==> src/verilog/monitor_params.svh <==
`ifndef MONITOR_PARAMS_SVH
`define MONITOR_PARAMS_SVH

// widths
`define BYTECNT_SIZE 7              // byte count field of the register bus
`define DRP_ADDR_W 7                // drp word address
`define DRP_DATA_W 16               // drp data word
`define ALARM_W 5                   // number of alarm levels

// register bus addresses
`define REG_ADDR_DRP_ADDR 8'h29     // drp address and command
`define REG_ADDR_DRP_DATA 8'h2a     // drp write data / read data
`define REG_ADDR_STAT 8'h2b         // sticky alarm status

// drp register map, measurement words
`define DRP_ADDR_TEMP 7'h00         // die temperature
`define DRP_ADDR_VCCINT 7'h01       // core supply
`define DRP_ADDR_VCCAUX 7'h02       // aux supply
`define DRP_ADDR_VBRAM 7'h06        // block ram supply

// drp register map, upper limit words
`define DRP_ADDR_TEMP_LIMIT 7'h50   // user temperature alarm
`define DRP_ADDR_VCCINT_LIMIT 7'h51
`define DRP_ADDR_VCCAUX_LIMIT 7'h52
`define DRP_ADDR_OT_LIMIT 7'h53     // over-temperature
`define DRP_ADDR_VBRAM_LIMIT 7'h58

// reset values
`define MEAS_RESET 16'h4000         // nominal reading, well under limit
`define LIMIT_RESET 16'hB000        // default upper limit

`endif

==> src/verilog/reg_bus_pkg.sv <==
`include "monitor_params.svh"

package reg_bus_pkg;

  // one request on the byte-wide register bus
  typedef struct packed {
    logic [7:0]               address;  // register select
    logic [`BYTECNT_SIZE-1:0] bytecnt;  // byte index within the register
    logic [7:0]               datai;    // write data
    logic                     read;     // single-cycle read strobe
    logic                     write;    // single-cycle write strobe
  } reg_bus_t;

endpackage

==> src/verilog/drp_pkg.sv <==
`include "monitor_params.svh"

package drp_pkg;

  // command from the front end to the monitor
  typedef struct packed {
    logic [`DRP_ADDR_W-1:0] addr;  // word address
    logic                   den;   // one-cycle enable
    logic                   dwe;   // qualifies den as a write
    logic [`DRP_DATA_W-1:0] din;   // write data
  } drp_req_t;

  // answer from the monitor
  typedef struct packed {
    logic [`DRP_DATA_W-1:0] dout;  // read data, held until next read
    logic                   drdy;  // one cycle after den
  } drp_rsp_t;

  // alarm levels, declared msb first so ot lands on bit 0
  // matches the status register layout
  typedef struct packed {
    logic vbram;      // bit 4
    logic vccaux;     // bit 3
    logic vccint;     // bit 2
    logic user_temp;  // bit 1
    logic ot;         // bit 0
  } alarm_t;

endpackage

==> src/verilog/xadc_reg.sv <==
`timescale 1ns/1ps
`include "monitor_params.svh"

module xadc_reg
  import reg_bus_pkg::*, drp_pkg::*;
(
  input  logic     clk_usb,
  input  logic     reset_i,
  input  reg_bus_t bus,        // register bus request
  output drp_req_t drp_req,    // command to the monitor
  input  drp_rsp_t drp_rsp,    // read data from the monitor
  input  alarm_t   alarm,      // live alarm levels
  output logic [7:0] reg_datao,  // registered read data
  output logic     xadc_error  // any live alarm
);

  // drp access sequence, as seen from the bus
  // write: load both data lanes, then write the address with bit 7 set
  // read: write the address with bit 7 clear, then read the data lanes

  logic [`DRP_ADDR_W-1:0] drp_addr;   // last address issued
  logic [`DRP_DATA_W-1:0] drp_din;    // write data, built a byte at a time
  logic                   drp_den;
  logic                   drp_dwe;

  logic [`ALARM_W-1:0] live_stat;     // alarm levels as a vector
  logic [`ALARM_W-1:0] stat_hold;     // sticky copy

  logic lane;                         // byte lane from bytecnt
  logic wr_drp_addr;
  logic wr_drp_data;
  logic wr_stat;

  assign lane = bus.bytecnt[0];       // 16-bit registers, two lanes
  assign wr_drp_addr = bus.write && (bus.address == `REG_ADDR_DRP_ADDR);
  assign wr_drp_data = bus.write && (bus.address == `REG_ADDR_DRP_DATA);
  assign wr_stat = bus.write && (bus.address == `REG_ADDR_STAT);

  assign live_stat = alarm;           // ot at bit 0
  assign xadc_error = |live_stat;     // combinational, same cycle as level

  assign drp_req = '{addr: drp_addr, den: drp_den, dwe: drp_dwe, din: drp_din};

  // command pulses, one cycle after the address write
  always_ff @(posedge clk_usb) begin
    if (reset_i) begin
      drp_den <= 1'b0;
      drp_dwe <= 1'b0;
    end else begin
      drp_den <= wr_drp_addr;                    // single-cycle pulse
      drp_dwe <= wr_drp_addr && bus.datai[7];    // msb picks write
    end
  end

  // address and write data hold their value
  always_ff @(posedge clk_usb) begin
    if (wr_drp_addr) begin
      drp_addr <= bus.datai[6:0];                // new command replaces old
    end
    if (wr_drp_data) begin
      if (lane) begin
        drp_din[15:8] <= bus.datai;              // upper lane
      end else begin
        drp_din[7:0] <= bus.datai;               // lower lane
      end
    end
  end

  // levels may only last a few cycles, keep them until cleared
  always_ff @(posedge clk_usb) begin
    if (reset_i) begin
      stat_hold <= '0;
    end else if (wr_stat) begin
      stat_hold <= '0;                           // any write clears all bits
    end else begin
      stat_hold <= stat_hold | live_stat;
    end
  end

  // read mux, data out the cycle after the strobe
  always_ff @(posedge clk_usb) begin
    if (bus.read) begin
      case (bus.address)
        `REG_ADDR_DRP_ADDR: reg_datao <= {1'b0, drp_addr};
        `REG_ADDR_DRP_DATA: begin
          if (lane) begin
            reg_datao <= drp_rsp.dout[15:8];
          end else begin
            reg_datao <= drp_rsp.dout[7:0];
          end
        end
        `REG_ADDR_STAT: reg_datao <= {3'b000, stat_hold};
        default: reg_datao <= 8'h00;             // unmapped reads as zero
      endcase
    end else begin
      reg_datao <= 8'h00;                        // idle bus reads zero
    end
  end

endmodule

==> src/verilog/sysmon_model.sv <==
`timescale 1ns/1ps
`include "monitor_params.svh"

module sysmon_model
  import drp_pkg::*;
(
  input  logic     clk_usb,
  input  logic     reset_i,
  input  drp_req_t drp_req,   // command from the front end
  output drp_rsp_t drp_rsp,   // read data and ready
  output alarm_t   alarm      // registered alarm levels
);

  localparam int NUM_WORDS = 1 << `DRP_ADDR_W;  // 128 words

  logic [`DRP_DATA_W-1:0] mem [0:NUM_WORDS-1];  // drp register file
  logic [`DRP_DATA_W-1:0] dout_q;               // last read word
  logic                   drdy_q;
  logic                   wr_en;
  logic                   rd_en;
  alarm_t                 alarm_nx;

  assign wr_en = drp_req.den && drp_req.dwe;
  assign rd_en = drp_req.den && !drp_req.dwe;

  assign drp_rsp = '{dout: dout_q, drdy: drdy_q};

  // power-on contents of each word
  function automatic logic [`DRP_DATA_W-1:0] reset_word(input logic [`DRP_ADDR_W-1:0] a);
    case (a)
      `DRP_ADDR_TEMP, `DRP_ADDR_VCCINT,
      `DRP_ADDR_VCCAUX, `DRP_ADDR_VBRAM: reset_word = `MEAS_RESET;
      `DRP_ADDR_OT_LIMIT, `DRP_ADDR_TEMP_LIMIT, `DRP_ADDR_VCCINT_LIMIT,
      `DRP_ADDR_VCCAUX_LIMIT, `DRP_ADDR_VBRAM_LIMIT: reset_word = `LIMIT_RESET;
      default: reset_word = '0;
    endcase
  endfunction

  // word value after this edge, write data forwarded
  function automatic logic [`DRP_DATA_W-1:0] next_word(input logic [`DRP_ADDR_W-1:0] a);
    if (wr_en && (drp_req.addr == a)) begin
      next_word = drp_req.din;
    end else begin
      next_word = mem[a];
    end
  endfunction

  // upper limit compares, strictly greater than
  // compare uses the forwarded word so a level rises one cycle after den
  always_comb begin
    alarm_nx.ot        = next_word(`DRP_ADDR_TEMP) > next_word(`DRP_ADDR_OT_LIMIT);
    alarm_nx.user_temp = next_word(`DRP_ADDR_TEMP) > next_word(`DRP_ADDR_TEMP_LIMIT);
    alarm_nx.vccint    = next_word(`DRP_ADDR_VCCINT) > next_word(`DRP_ADDR_VCCINT_LIMIT);
    alarm_nx.vccaux    = next_word(`DRP_ADDR_VCCAUX) > next_word(`DRP_ADDR_VCCAUX_LIMIT);
    alarm_nx.vbram     = next_word(`DRP_ADDR_VBRAM) > next_word(`DRP_ADDR_VBRAM_LIMIT);
  end

  // register file, loaded with defaults on reset
  always_ff @(posedge clk_usb) begin
    if (reset_i) begin
      for (int i = 0; i < NUM_WORDS; i++) begin
        mem[i] <= reset_word(`DRP_ADDR_W'(i));
      end
    end else begin
      if (wr_en) begin
        mem[drp_req.addr] <= drp_req.din;   // measurements writable too
      end
      if (rd_en) begin
        dout_q <= mem[drp_req.addr];        // holds until next read
      end
    end
  end

  // ready pulse and alarm levels
  always_ff @(posedge clk_usb) begin
    if (reset_i) begin
      drdy_q <= 1'b0;
      alarm  <= '0;
    end else begin
      drdy_q <= drp_req.den;                // every den answered next cycle
      alarm  <= alarm_nx;
    end
  end

endmodule

==> src/verilog/monitor_top.sv <==
`timescale 1ns/1ps

module monitor_top
  import reg_bus_pkg::*, drp_pkg::*;
(
  input  logic       clk_usb,
  input  logic       reset_i,
  input  reg_bus_t   bus,         // register bus from the host side
  output logic [7:0] reg_datao,   // read data, one cycle after read
  output logic       xadc_error   // any live alarm
);

  drp_req_t drp_req;   // front end to monitor
  drp_rsp_t drp_rsp;   // monitor to front end
  alarm_t   alarm;     // live alarm levels

  // register front end
  xadc_reg u_xadc_reg (
    .clk_usb    (clk_usb),
    .reset_i    (reset_i),
    .bus        (bus),
    .drp_req    (drp_req),
    .drp_rsp    (drp_rsp),
    .alarm      (alarm),
    .reg_datao  (reg_datao),
    .xadc_error (xadc_error)
  );

  // behavioural stand-in for the system monitor
  sysmon_model u_sysmon_model (
    .clk_usb (clk_usb),
    .reset_i (reset_i),
    .drp_req (drp_req),
    .drp_rsp (drp_rsp),
    .alarm   (alarm)
  );

endmodule

==> config.mk <==
export PLATFORM = sky130hd
export DESIGN_NAME = monitor_top
export DESIGN_NICKNAME = d
export VERILOG_FILES = /design/src/verilog/reg_bus_pkg.sv /design/src/verilog/drp_pkg.sv /design/src/verilog/xadc_reg.sv /design/src/verilog/sysmon_model.sv /design/src/verilog/monitor_top.sv
export VERILOG_INCLUDE_DIRS = /design/src /design/src/verilog
export SDC_FILE = /design/constraint.sdc
export NUM_CORES = 2
export LEC_CHECK = 0
export BUFFER_PORTS_ARGS = -buffer_cell sky130_fd_sc_hd__buf_2
export CAP_MARGIN = 20
export CORE_MARGIN = 2
export CORE_UTILIZATION = 51
export DETAILED_ROUTE_END_ITERATION = 16
export PLACE_DENSITY = 0.66
export SLEW_MARGIN = 5
export SYNTH_ARGS = -nofsm -noshare
export SYNTH_HDL_FRONTEND = slang
export SYNTH_HIERARCHICAL = 1
export SYNTH_SLANG_ARGS = --single-unit
==> constraint.sdc <==
create_clock -name clk_usb -period 8.75 [get_ports clk_usb]
set_clock_uncertainty 0.15 [all_clocks]
set_input_delay 0 -clock clk_usb [delete_from_list [all_inputs] [get_ports clk_usb]]
set_output_delay 0 -clock clk_usb [all_outputs]
set_load 0.005 [all_outputs]
==> reports/qor.yml <==
status: "finished clean"
startpoint_type: "register"
worst-path-stages: 10
hold_class: "input pin to register"
finalSetupViolations: 0
clock.fmax_mhz: 197
cpMostUsedCell: "buf_4"
path_class: "register to register"
drive_gt1_share_pct: 19.2
cpLargestDelayFamily: "buffers and inverters"
cellPowerDensity_mw_per_mm2: 192
grt_max_degree: 106
pin_count: 36
finalHoldViolCount: 0
path_clk_slew_ns: 0.06
critPathBufInv: 4
track_usage_pct: 29.9
worstHoldPathCells: 3
final.setup.tns_ns: 0
wl_per_cell_um: 31.4
drv_cap: 0
post-route-period-util_pct: 57.9
clockBufferDepth: 3
coreArea_mm2: 0.195
routabilityCongestion: 0.953
fin_crit_ns: 5.07
synth_area_mm2: 0.0998
finalNetCount: 6748
grt_pass1_wl_mm: 423
grt-ovfl-total: 0
post-route-drc-count: 0
first_pass_iters: 6
rsz0062_at_grt: "false"
final_antenna_net_count: 0
synth_fp_nets: 6883
fp.dieArea_mm2: 0.199
cts.repair.resized: 0
syn_avg_cell_area_um2: 14.7
area_growth_pct: 9.97
path_cells: "buf_4 -> inv_6 -> buf_4 -> nor2_1 -> buf_4 -> a21oi_1 -> o211ai_1 -> nand3_1 -> o41ai_1 -> nand3_1"
worstSkewPairLatency_ns: 0.88
relSlewSlack_pct: 19.9
initial_core_util_pct: 51.2
clock-root-buffer: "clkbuf_16"
port_buffers: 29
static-leakage-power_uw: 0.0404
wirelength_mm: 297
reg2regPathDepth: 10
postSynthCellCount: 6778
cts-htree-levels: 4
tightest_slew_ns: 1.17
finalCoreUtilization_pct: 56.3
cts_sinks: 2107
crit_slowest_cell: "nor2_1"
via_per_inst: 6.24
arrival_ns: 5.53
cp-end-kind: "register"
stdcell_count: 9459
cp_max_fo: 43
routed-via-count: 59048
synth_warnings: 6
post-place-cells: 9008
cp_data_required_time_ns: 9.21
die_x_um: 446
antenna_found_initial: 13
cts_tree: "done"
dr.first_iter.drc_count: 8277
first_global_vias: 57346
num_rows: 162
die_y_um: 446
slowest_delay_ns: 1.02
peakVddDrop_v: 0.000224
hpwl_mm: 185
cts_buffers: 215
slew_viol_final: 0
-- stage by stage --
| stage | power [uW] | area [um2] | worst slack (ns) | hold slack (ns) |
|---|---|---|---|---|
| after floorplan | 11900 | 99800 | 4.78 | -0.0805 |
| after global placement | 12100 | 102000 | 3.76 | 0.0853 |
| after detailed placement | 12100 | 102000 | 3.75 | 0.0821 |
| after CTS | 21200 | 110000 | 3.75 | 0.00748 |
| after global routing | 21600 | 110000 | 3.51 | 0.0629 |
| final | 21100 | 110000 | 3.68 | 0.0453 |
-- final timing paths --
path                                start                       end  slack, ns
hold reg to reg   u_xadc_reg/stat_hold[3]   u_xadc_reg/stat_hold[3]       0.34
setup reg to reg   u_xadc_reg/drp_addr[0]  u_sysmon_model/dout_q[0]       3.68
hold / removal                    reset_i        u_xadc_reg/drp_den       0.05
setup / recovery   u_xadc_reg/drp_addr[0]  u_sysmon_model/dout_q[0]       3.68
-- placed cells by master (no fill, tap or decap), types with 18 or more instances in the layout --
cell,n
nand4_1,28
o221ai_1,29
clkinv_2,46
mux2_2,112
o21ai_0,84
or3_1,19
nor4_1,23
o22ai_1,40
clkbuf_16,215
clkinv_1,50
a21oi_1,87
dlygate4sd3_1,34
edfxtp_1,2087
or2_2,129
mux2i_1,257
nand2_1,118
buf_4,214
clkbuf_1,49
bufinv_16,19
nor3_1,155
a21o_1,18
nor2_1,190
nand3_1,39
and2_1,1904
a22oi_1,26
buf_2,28
ha_1,78
dfxtp_1,20
mux4_2,463
-- sequential cells by signal, indices dropped and copies added (netlist names) --
name and flops:
u_sysmon_model/mem 2048, u_xadc_reg/stat_hold 5, u_xadc_reg/drp_den 1, u_sysmon_model/alarm 5, u_xadc_reg/drp_addr 7, u_sysmon_model/dout_q 16
u_xadc_reg/reg_datao 8, u_xadc_reg/drp_din 16, u_xadc_reg/drp_dwe 1
-- metal layers --
metal  share of wire (%)  routed length, um  global-route usage (%)  vias up
li1                    -                  -                       -    24809
met1                  39             116000                    41.7    30472
met2                  46             136000                    45.7     3194
met3                  11              31600                    6.45      573
met4                 4.7              13900                    12.4        0
met5                   0                  0                       0        -
-- area by class of cell --
type | instances | area, um2
Clock buffer | 269 | 5630
Timing Repair Buffer | 289 | 2300
Antenna cell | 3 | 7.51
Multi-Input combinational cell | 4020 | 34000
Tap cell | 2624 | 3280
Fill cell | 15275 | 85000
Clock inverter | 137 | 1400
Inverter | 10 | 46.3
Sequential cell | 2107 | 63100
-- worst register-to-register path: cells and delay by family, from the launching register on --
kind	cells	cell delay, ns
flops	1	0.40
compound gates	3	0.75
simple gates	3	1.65
buf+inv	4	1.86
-- what timing repair did --
action | CTS | global route
hold endpoints to repair | 61 | 0
setup buffers | 0 | 0
hold buffers | 34 | 0
-- report_power, final --
part	internal (uW)	switching, uW
Clock	5150	4030
Combinational	173	395
Sequential	11300	80.1
(Power assumes the default switching activity.)
